`src/weights.hex`:
```
// One bfloat16 weight per line in hex (sign, exponent, mantissa)
// Line n below holds the weight for activation bit n
3F80
BF20
3E9A
4013
BEC4
3F4D
C00A
3DCC
3FB3
BE66
3F19
C03E
3E4C
3FE6
BF8C
4026
BD99
3F33
BFA6
3E1A
4049
BF59
3EB8
C01F
3FC0
BE8F
3F6B
BF0F
401A
3D4C
BFE0
3F26
C005
3F9A
BE29
3ECD
4033
BF73
3E05
BFB9
3F47
C02C
3DF5
3F8E
BEA3
4008
BF3D
3E70
3FD2
BE14
C014
3F60
3E61
BF99
4040
BDB8
3F0A
BFC7
3EE1
C01B
3F85
BE3D
3FA0
BF80
```
`src/npu_pkg.sv`:
```
package npu_pkg;

	// One bfloat16 number
	typedef struct packed {
		logic       sign;
		logic [7:0] exp;
		logic [6:0] man;
	} bf16_t;

	// Partial sum handed from a lane to the top
	typedef struct packed {
		bf16_t sum;
		logic  done;   // One-cycle pulse, sum valid from here on
	} lane_res_t;

	localparam int N_INPUTS = 64;   // Activation word width
	localparam int LANE_LEN = 32;   // Bits walked by one lane
	localparam int ADDR_W   = 6;    // Weight address width

	localparam bf16_t BF16_ZERO = 16'h0000;   // Positive zero
	localparam bf16_t BF16_MAX  = 16'h7F7F;   // Largest finite magnitude

	localparam string WEIGHT_FILE = "/design/src/weights.hex";

endpackage

```
`src/bf16_add.sv`:
```
`timescale 1ns/100ps

module bf16_add (
	input  npu_pkg::bf16_t a,
	input  npu_pkg::bf16_t b,
	output npu_pkg::bf16_t sum
);
	import npu_pkg::*;

	bf16_t             big;        // Operand with the larger magnitude
	bf16_t             small_op;
	logic              a_zero;
	logic              b_zero;
	logic [7:0]        exp_diff;
	logic [7:0]        m_big;      // Mantissas with the hidden bit restored
	logic [7:0]        m_small;
	logic [8:0]        m_sum;      // Bit 8 is the carry of an effective add
	logic [3:0]        lz;         // Leading zeros of m_sum[7:0]
	logic [7:0]        m_norm;
	logic signed [9:0] exp_res;    // Wide enough to see underflow and overflow

	// Exponent zero covers zero and flushed denormals
	assign a_zero = (a.exp == 8'd0);
	assign b_zero = (b.exp == 8'd0);

	always_comb begin
		if ({a.exp, a.man} >= {b.exp, b.man}) begin
			big      = a;
			small_op = b;
		end else begin
			big      = b;
			small_op = a;
		end
	end

	assign exp_diff = big.exp - small_op.exp;
	assign m_big    = {1'b1, big.man};

	// Bits shifted out are simply lost
	assign m_small = (exp_diff > 8'd7) ? 8'd0 : ({1'b1, small_op.man} >> exp_diff);

	assign m_sum = (big.sign == small_op.sign) ? ({1'b0, m_big} + {1'b0, m_small})
	                                           : ({1'b0, m_big} - {1'b0, m_small});

	// Highest set bit wins since the loop runs upward
	always_comb begin
		lz = 4'd8;
		for (int i = 0; i < 8; i++) begin
			if (m_sum[i]) begin
				lz = 4'(7 - i);
			end
		end
	end

	always_comb begin
		if (m_sum[8]) begin
			m_norm  = m_sum[8:1];                  // Carry out needs one right shift
			exp_res = {2'b00, big.exp} + 10'sd1;
		end else begin
			m_norm  = m_sum[7:0] << lz;            // Cancellation needs a left shift
			exp_res = {2'b00, big.exp} - {6'd0, lz};
		end
	end

	always_comb begin
		if (a_zero && b_zero) begin
			sum = BF16_ZERO;
		end else if (a_zero) begin
			sum = b;
		end else if (b_zero) begin
			sum = a;
		end else if (m_sum == 9'd0) begin
			sum = BF16_ZERO;                       // Exact cancellation gives +0
		end else if (exp_res <= 10'sd0) begin
			sum = BF16_ZERO;                       // Underflow flushes
		end else if (exp_res >= 10'sd255) begin
			sum = {big.sign, BF16_MAX[14:0]};      // Saturate with the result sign
		end else begin
			sum = {big.sign, exp_res[7:0], m_norm[6:0]};   // Truncated mantissa
		end
	end

endmodule

```
`src/dot_lane.sv`:
```
`timescale 1ns/100ps

module dot_lane #(
	parameter int LANE_BASE = 0
) (
	input  logic                         clk,
	input  logic                         reset,
	input  logic                         start,
	input  logic [npu_pkg::LANE_LEN-1:0] bits,
	output logic [npu_pkg::ADDR_W-1:0]   rd_addr,
	input  npu_pkg::bf16_t               rd_data,
	output npu_pkg::lane_res_t           res
);
	import npu_pkg::*;

	localparam int                IDX_W     = $clog2(LANE_LEN);
	localparam logic [ADDR_W-1:0] BASE_ADDR = ADDR_W'(LANE_BASE);

	logic [LANE_LEN-1:0] slice;      // Activation bits of this lane
	logic [IDX_W-1:0]    idx;
	logic                issue;      // Address on rd_addr
	logic                fetch;      // Matching weight on rd_data
	logic                add_en;     // Term register holds a real term
	logic                bit_d;      // Activation bit aligned with rd_data
	bf16_t               term;
	bf16_t               acc;
	bf16_t               acc_next;
	logic                done;
	logic                busy;

	assign rd_addr = BASE_ADDR + ADDR_W'(idx);
	assign busy    = issue | fetch | add_en;

	bf16_add u_add (
		.a   (acc),
		.b   (term),
		.sum (acc_next)
	);

	always_ff @(posedge clk or posedge reset) begin
		if (reset) begin
			issue  <= 1'b0;
			fetch  <= 1'b0;
			add_en <= 1'b0;
			done   <= 1'b0;
			idx    <= '0;
			acc    <= BF16_ZERO;
		end else begin
			fetch  <= issue;
			add_en <= fetch;
			done   <= add_en & ~fetch;               // Last term goes in now
			if (start) begin
				issue <= 1'b1;
				idx   <= '0;
				acc   <= BF16_ZERO;
			end else begin
				if (issue) begin
					idx <= idx + 1'b1;
					if (idx == IDX_W'(LANE_LEN - 1)) begin
						issue <= 1'b0;
					end
				end
				if (add_en) begin
					acc <= acc_next;                 // Ascending index order
				end
			end
		end
	end

	// Slice capture and term pipeline
	always_ff @(posedge clk) begin
		if (start) begin
			slice <= bits;
		end
		bit_d <= slice[idx];
		term  <= (fetch && bit_d) ? rd_data : BF16_ZERO;   // Binary multiply as a mux
	end

	assign res = {acc, done};

	a_no_start_busy: assert property (@(posedge clk) disable iff (reset)
		start |-> !busy);

	// Done only at the fixed latency after start
	a_done_pulse: assert property (@(posedge clk) disable iff (reset)
		done |-> $past(start, LANE_LEN + 3));

endmodule

```
`src/neuron_core.sv`:
```
`timescale 1ns/100ps

module neuron_core (
	input  logic                         clk,
	input  logic                         reset,
	input  logic                         req,
	input  logic [npu_pkg::N_INPUTS-1:0] data,
	output logic                         ack,
	output npu_pkg::bf16_t               result
);
	import npu_pkg::*;

	typedef enum logic [1:0] {
		S_IDLE,
		S_BUSY,
		S_ACK
	} state_t;

	state_t              state;
	logic [N_INPUTS-1:0] word;          // Captured activation word
	logic                start;
	logic                seen_0;        // Sticky done flags
	logic                seen_1;
	logic                both_done;
	logic [ADDR_W-1:0]   rd_addr_0;
	logic [ADDR_W-1:0]   rd_addr_1;
	bf16_t               rd_data_0;
	bf16_t               rd_data_1;
	lane_res_t           res_0;
	lane_res_t           res_1;
	bf16_t               comb_sum;

	assign both_done = (seen_0 | res_0.done) & (seen_1 | res_1.done);

	weight_rom u_rom (
		.clk    (clk),
		.addr_a (rd_addr_0),
		.data_a (rd_data_0),
		.addr_b (rd_addr_1),
		.data_b (rd_data_1)
	);

	dot_lane #(.LANE_BASE(0)) u_lane_0 (
		.clk     (clk),
		.reset   (reset),
		.start   (start),
		.bits    (word[LANE_LEN-1:0]),
		.rd_addr (rd_addr_0),
		.rd_data (rd_data_0),
		.res     (res_0)
	);

	dot_lane #(.LANE_BASE(LANE_LEN)) u_lane_1 (
		.clk     (clk),
		.reset   (reset),
		.start   (start),
		.bits    (word[N_INPUTS-1:LANE_LEN]),
		.rd_addr (rd_addr_1),
		.rd_data (rd_data_1),
		.res     (res_1)
	);

	bf16_add u_combine (
		.a   (res_0.sum),
		.b   (res_1.sum),
		.sum (comb_sum)
	);

	always_ff @(posedge clk or posedge reset) begin
		if (reset) begin
			state  <= S_IDLE;
			start  <= 1'b0;
			seen_0 <= 1'b0;
			seen_1 <= 1'b0;
			ack    <= 1'b0;
			result <= BF16_ZERO;
		end else begin
			start <= 1'b0;
			case (state)
				S_IDLE: begin
					if (req) begin
						start  <= 1'b1;               // Lanes load the word next edge
						seen_0 <= 1'b0;
						seen_1 <= 1'b0;
						state  <= S_BUSY;
					end
				end
				S_BUSY: begin
					if (both_done) begin
						result <= comb_sum;
						ack    <= 1'b1;
						state  <= S_ACK;
					end else begin
						seen_0 <= seen_0 | res_0.done;
						seen_1 <= seen_1 | res_1.done;
					end
				end
				S_ACK: begin
					if (!req) begin
						ack   <= 1'b0;                // Held while req stays high
						state <= S_IDLE;
					end
				end
				default: state <= S_IDLE;
			endcase
		end
	end

	always_ff @(posedge clk) begin
		if (state == S_IDLE && req) begin
			word <= data;
		end
	end

	a_ack_rise: assert property (@(posedge clk) disable iff (reset)
		$rose(ack) |-> req);

	a_ack_fall: assert property (@(posedge clk) disable iff (reset)
		$fell(ack) |-> !$past(req));

	a_result_hold: assert property (@(posedge clk) disable iff (reset)
		(ack && $past(ack)) |-> $stable(result));

endmodule

```
`src/weight_rom.sv`:
```
`timescale 1ns/100ps

module weight_rom (
	input  logic                       clk,
	input  logic [npu_pkg::ADDR_W-1:0] addr_a,
	output npu_pkg::bf16_t             data_a,
	input  logic [npu_pkg::ADDR_W-1:0] addr_b,
	output npu_pkg::bf16_t             data_b
);
	import npu_pkg::*;

	bf16_t mem [0:(1 << ADDR_W)-1];   // One weight per activation bit

	initial begin
		$readmemh(WEIGHT_FILE, mem);
	end

	// Port a serves lane 0, port b lane 1
	always_ff @(posedge clk) begin
		data_a <= mem[addr_a];
		data_b <= mem[addr_b];
	end

endmodule

```
`config.mk`:
```
export PLATFORM = sky130hd
export DESIGN_NAME = neuron_core
export DESIGN_NICKNAME = d
export VERILOG_FILES = /design/src/npu_pkg.sv /design/src/bf16_add.sv /design/src/dot_lane.sv /design/src/neuron_core.sv /design/src/weight_rom.sv
export SDC_FILE = /design/constraint.sdc
export NUM_CORES = 1
export LEC_CHECK = 0
export BUFFER_PORTS_ARGS = -buffer_cell sky130_fd_sc_hd__buf_2
export CELL_PAD_IN_SITES_DETAIL_PLACEMENT = 0
export CELL_PAD_IN_SITES_GLOBAL_PLACEMENT = 1
export CORE_UTILIZATION = 39
export CTS_CLUSTER_DIAMETER = 80
export CTS_CLUSTER_SIZE = 10
export DETAILED_ROUTE_END_ITERATION = 10
export PLACE_DENSITY = 0.83
export RECOVER_POWER = 50
export SLEW_MARGIN = 0
export SYNTH_ARGS = -nofsm -noshare
export SYNTH_HDL_FRONTEND = slang
export SYNTH_SLANG_ARGS = --single-unit
```
`constraint.sdc`:
```
create_clock -name clk -period 8.45 [get_ports clk]
set_input_delay 2.1125 -clock clk [delete_from_list [all_inputs] [get_ports clk]]
set_output_delay 2.1125 -clock clk [all_outputs]
set_load 0.01 [all_outputs]
```
==> run_results.csv, run 1 <==
group,metric,value,unit
critical_path,critPathBufInv,2,
floorplan,start_util,40.6,%
placed_design,post-place-ws,0.136,ns
global_routing,grt_max_degree,71,
placed_design,place.gp.congestion,0.862,
clock_tree,numCtsBuffers,9,
logic_synthesis,yosysWarningCount,0,
placed_design,portBuffers,19,
global_routing,track_usage,21.7,%
critical_path,arrival,8.26,ns
critical_path,r2r_slack,0.37,ns
critical_path,crit_required,8.63,ns
drt,firstDrtPassIters,5,
flow_run,cap_violations,1,
critical_path,critPathSlowestCell,"dfrtp_1",
critical_path,path_max_fanout,9,
power_and_ir_drop,irDropWorstVdd,103,uV
floorplan,fp.coreArea,13500,um^2
clock_tree,cts-root-buf,"clkbuf_16",
power_and_ir_drop,powerDensity,163,nW/um^2
critical_path,start_kind,"flip-flop",
final_layout,drive_above_1_share,17.3,%
clock_tree,cts_buffer_depth,2,
clock_tree,h-tree-depth,3,
sta,period_share,95.6,%
clock_tree,clock-sinks,70,
drt,dr.first_iter.drc_count,399,
critical_path,slowest_delay,0.50,ns
logic_synthesis,synth_seq_cells,70,
drt,drc,0,
final_layout,area_growth,15.5,%
drt,vias,4996,
drt,vias_per_cell,5.80,
run_status,violations,"capacitance limit, slew limit",
floorplan,die_w,120,um
logic_synthesis,synth.cell_area,5470,um^2
logic_synthesis,syn_inst,649,
sta,hold_viol_final,0,
final_layout,stdcell_count,862,
logic_synthesis,synthTopCellsByArea,"dfrtp_1, ha_1, nor2_1, mux2i_1, o21ai_0",
logic_synthesis,syn_area_per_cell,8.42,um^2
sta,finalWorstSetupSlack,0.370,ns
global_routing,grt_overflow,0,
final_layout,n_antenna_cell,0,
sta,finalCriticalPeriod,8.08,ns
power_and_ir_drop,cellLeakagePower,2.98,nW
sta,max_slew_margin,-152,%
sta,finalSetupViolations,0,
logic_synthesis,synth_fp_nets,753,
sta,clock_skew,0.00629,ns
drt,antenna_left,0,
floorplan,ioPinCount,84,
global_routing,grt_pass1_wl,24.7,mm
final_layout,num-nets-final,786,
floorplan,fp-row-count,42,
critical_path,cp_top_family,"compound AO/OA/AOI/OAI gates",
critical_path,cp-end-kind,"flip-flop",
logic_synthesis,seq_area_frac_synth,32.0,%
drt,routed_wl,15.2,mm
placed_design,dpl.cell_count,838,
logic_synthesis,synth_top_cell_area_share,32.0,%
sta,slew_viol_final,71,
logic_synthesis,postSynth.asyncResetShare,100,%
logic_synthesis,yosysMostFrequentCell,"nor2_1",
clock_tree,clk_latency,0.33,ns
logic_synthesis,synth-edff-count,0,
clock_tree,cts_tree,"done",
floorplan,die_area,14500,um^2
sta,fmax,124,MHz
critical_path,worstSetupPathType,"flip-flop to flip-flop",
logic_synthesis,yosysUniqueCellTypes,74,
drt,avgRoutedWirePerCell,17.6,um
logic_synthesis,synth_area_leader_cell,"dfrtp_1",
hold_path,hold_class,"flip-flop to flip-flop",
global_routing,antenna_found_initial,0,
placed_design,dp_hpwl,11.3,mm
global_routing,grt_pass1_vias,4871,
logic_synthesis,yosys-top-cells-count,"nor2_1, dfrtp_1, nand2_1, inv_1, o21ai_0",
floorplan,die-height,120,um
sta,worstMarginPinSlew,3.78,ns
run_status,status,"complete, but fails checks",
clock_tree,clk_pin_slew,0.06,ns
logic_synthesis,synth_ff_type,"dfrtp_1",
final timing paths:
check                            startpoint                to  depth (start not counted)
setup / recovery           u_lane_0.res[12]        result[10]                         37
hold / removal               u_lane_0.fetch   u_lane_0.add_en                          0
setup reg to reg           u_lane_0.res[12]        result[10]                         37
hold reg to reg              u_lane_0.fetch   u_lane_0.add_en                          0
max in group asynchronous             reset  u_lane_1.res[12]                          3
min in group asynchronous             reset   u_lane_1.res[3]                          3
cell families (layout without fill, tap and decap cells):
logic type	count (synthesis)	in the layout	synth area share, %
AND/OR/NAND/NOR	245	245	22.9
AO/OA/AOI/OAI	166	166	20.9
buffers and inverters	78	115	5.81
flip-flops	70	70	32.0
adder cells (fa/ha/maj)	37	37	8.74
multiplexers	34	34	6.41
XOR/XNOR	19	19	3.18
cell usage in the layout, fill, tap and decap left out, drive strengths merged, types with 4 or more instances in the layout:
master	netlist	layout
nor2	79	79
dfrtp	70	70
buf	8	54
nand2	49	49
inv	43	43
o21ai	41	41
a21oi	41	41
ha	35	35
mux2i	29	29
and2	25	25
nand3	19	19
nand4	13	13
nor3	13	13
clkbuf	27	13
nor2b	12	12
xor2	11	11
o22ai	10	10
o31ai	9	9
and3	9	9
a21o	8	8
xnor2	8	8
a221o	7	7
a31oi	6	6
a221oi	6	6
nand3b	5	5
a22oi	5	5
nand2b	5	5
mux2	5	5
nor4	5	5
a211oi	5	5
o211ai	4	4
state kept, by name (all words and copies together), names as in the netlist, 2 cells and up:
name,cells
u_lane_0.idx,5
u_lane_1.idx,5
u_lane_0.res,15
result,16
u_lane_1.res,15
state,2
where the power goes:
| part | switching, mW | internal (mW) |
|---|---|---|
| Combinational | 0.104 | 0.0883 |
| Sequential | 0.0606 | 0.404 |
| Clock | 0.145 | 0.227 |
| Total | 0.309 | 0.720 |
timing repair:
item / in CTS / in global routing
buffers inserted: 0 / 9
resized for setup: 0 / 28
hold buffers: 0 / 0
setup endpoints to repair: 0 / 12
cell type report:
cell class                      instances  area, um^2
Fill cell                            1325        7140
Multi-Input combinational cell        501        3500
Sequential cell                        70        1760
Timing Repair Buffer                   57         384
Clock buffer                           10         229
Tap cell                              176         220
Inverter                               43         161
Clock inverter                          5        61.3
per-layer routing:
metal	track usage [%]	share of wire, %	routed length, um
met4	9.80	4.1	619
met1	27.2	44	6640
met2	36.0	48	7260
met3	4.10	4.3	655
met5	0	0	0
through the flow:
step	hold WS, ns	area, um^2	total power, mW	TNS, ns	utilization (%)
6_report	0.383	6310	1.03	0	46.9
5_1_grt	0.402	6310	1.08	-0.0808	46.9
2_1_floorplan	0.352	5470	0.591	0	-
3_3_place_gp	0.363	5860	0.650	0	43.5
3_5_place_dp	0.368	5860	0.665	0	43.5
4_1_cts	0.384	6150	1.04	0	45.7
Note: power is estimated with default switching activity, not from simulation.
==> inputs of run 2 (changes only) <==
--- a/config.mk
+++ b/config.mk
@@ -12,7 +12,7 @@
 export CTS_CLUSTER_DIAMETER = 80
 export CTS_CLUSTER_SIZE = 10
 export DETAILED_ROUTE_END_ITERATION = 10
-export PLACE_DENSITY = 0.83
+export PLACE_DENSITY = 0.82
 export RECOVER_POWER = 50
 export SLEW_MARGIN = 0
 export SYNTH_ARGS = -nofsm -noshare
==> run_results.csv, run 2 (same netlist as run 1, synthesis figures left out) <==
group,metric,value,unit
floorplan,fp-row-count,42,
final_layout,final_common_cell,"nor2_1",
clock_tree,cts_buffer_depth,2,
sta,finalCriticalPeriod,7.91,ns
floorplan,start_util,40.6,%
clock_tree,cts_tree,"done",
global_routing,track_usage,22.0,%
sta,fmax,126,MHz
floorplan,die-height,120,um
critical_path,path_max_fanout,7,
critical_path,arrival,8.12,ns
critical_path,worstSetupPathType,"flip-flop to flip-flop",
clock_tree,numCtsBuffers,9,
final_layout,seq_area,1760,um^2
drt,avgRoutedWirePerCell,17.8,um
global_routing,grt_pass1_wl,24.7,mm
placed_design,place.gp.congestion,0.887,
floorplan,die_area,14500,um^2
global_routing,grt_max_degree,71,
global_routing,antenna_found_initial,0,
power_and_ir_drop,powerDensity,172,nW/um^2
drt,drc,0,
global_routing,grt_pass1_vias,4871,
critical_path,cp-end-kind,"flip-flop",
sta,hold_ws,0.386,ns
final_layout,num-nets-final,781,
clock_tree,h-tree-depth,3,
power_and_ir_drop,cellLeakagePower,2.96,nW
sta,clock_skew,0.00954,ns
final_layout,regMostFlops,"result",
sta,max_slew_margin,-152,%
hold_path,hold_class,"flip-flop to flip-flop",
floorplan,fp.coreArea,13500,um^2
clock_tree,clock-sinks,70,
final_layout,drive_above_1_share,15.4,%
global_routing,grt_overflow,0,
sta,finalSetupViolations,0,
drt,dr.first_iter.drc_count,500,
clock_tree,hold_buffers,0,
sta,worstMarginPinSlew,3.78,ns
final_layout,n_antenna_cell,0,
drt,vias,4962,
drt,antenna_left,0,
sta,period_share,93.6,%
drt,routed_wl,15.2,mm
run_status,status,"complete, but fails checks",
sta,hold_viol_final,0,
critical_path,slowest_delay,0.46,ns
power_and_ir_drop,irDropWorstVdd,100,uV
flow_run,cap_violations,1,
placed_design,dp_hpwl,11.4,mm
run_status,violations,"capacitance limit, slew limit",
clock_tree,clk_pin_slew,0.06,ns
clock_tree,cts-root-buf,"clkbuf_16",
final_layout,area_growth,14.0,%
floorplan,die_w,120,um
drt,firstDrtPassIters,5,
final_layout,num-fill-cells,1350,
final_layout,largest_reg_flops,16,
clock_tree,clk_latency,0.34,ns
critical_path,critPathSlowestCell,"o41a_1",
power_and_ir_drop,power,1.07,mW
final_layout,multi_input_area,3440,um^2
critical_path,start_kind,"flip-flop",
sta,slew_viol_final,71,
floorplan,ioPinCount,84,
placed_design,portBuffers,19,
drt,vias_per_cell,5.79,
critical_path,critPathMostFrequentCell,"ha_1",
critical_path,crit_required,8.66,ns
final_layout,mostFrequentLayoutCells,"nor2_1, dfrtp_1, nand2_1, inv_1, o21ai_0",
-- run 2: changes by cell type in the layout (fill, tap and decap cells not counted), moves of 2 or more --
| cell | before | now |
|---|---|---|
| buf_4 | 35 | 31 |
| nor3_1 | 10 | 12 |
| ha_4 | 3 | 1 |
| nor3_2 | 3 | 1 |
| ha_1 | 31 | 33 |
-- run 2: metrics by stage --
| step | worst slack (ns) | utilization (%) | cells | TNS, ns | instance area, um^2 |
|---|---|---|---|---|---|
| after floorplan | 0.0378 | - | 649 | 0 | 5470 |
| after global placement | 0.224 | 43.4 | 838 | 0 | 5840 |
| after detailed placement | 0.140 | 43.4 | 838 | 0 | 5840 |
| after CTS | 0.116 | 45.8 | 853 | 0 | 6170 |
| after global routing | -0.0243 | 46.3 | 857 | -0.0953 | 6230 |
| final | 0.540 | 46.3 | 857 | 0 | 6230 |
-- run 2: worst paths after layout --
| path | startpoint | end | slack [ns] | cells after the start |
|---|---|---|---|---|
| worst max-delay path | u_lane_1.res[14] | result[1] | 0.54 | 40 |
| worst min-delay path | u_lane_0.fetch | u_lane_0.add_en | 0.39 | 0 |
| worst max register to register | u_lane_1.res[14] | result[1] | 0.54 | 40 |
| worst min register to register | u_lane_0.fetch | u_lane_0.add_en | 0.39 | 0 |
| max in group asynchronous | reset | u_lane_1.res[14] | 2.78 | 3 |
| min in group asynchronous | reset | u_lane_1.res[4] | 3.23 | 3 |
-- run 2: area by class of cell --
type	count	share of cell area, %
clock buffers	10	3.83
multi-input cells	501	55.2
flip-flops and latches	70	28.2
inverters	43	2.59
clock inverters	5	1.35
well taps	176	3.53
repair buffers	52	5.36
-- run 2: report_power, final --
| part | switching (mW) | internal [mW] | leakage (nW) |
|---|---|---|---|
| sequential | 0.0615 | 0.404 | 0.897 |
| clock | 0.149 | 0.265 | 0.151 |
| combinational | 0.101 | 0.0885 | 1.91 |
-- run 2: per-layer routing --
layer / global-route usage, % / part of all wire (%) / up-vias
li1: - / - / 2374
met1: 27.1 / 43 / 2393
met2: 36.7 / 48 / 153
met3: 4.29 / 4.9 / 42
met4: 10.6 / 4.2 / 0
met5: 0 / 0 / -
-- run 2: what timing repair did --
action                                  in CTS  in global routing
endpoints found under the setup margin       0                 14
buffers inserted                             0                  4
gates resized for setup                      0                 16
-- run 2: critical path: cells and delay by family, from the launching register on --
kind,cells,cell delay [ns]
fa+ha+maj,5,1.45
simple gates,16,2.71
compound gates,12,2.24
mux,1,0.21
buf+inv,6,0.73
flops,1,0.43
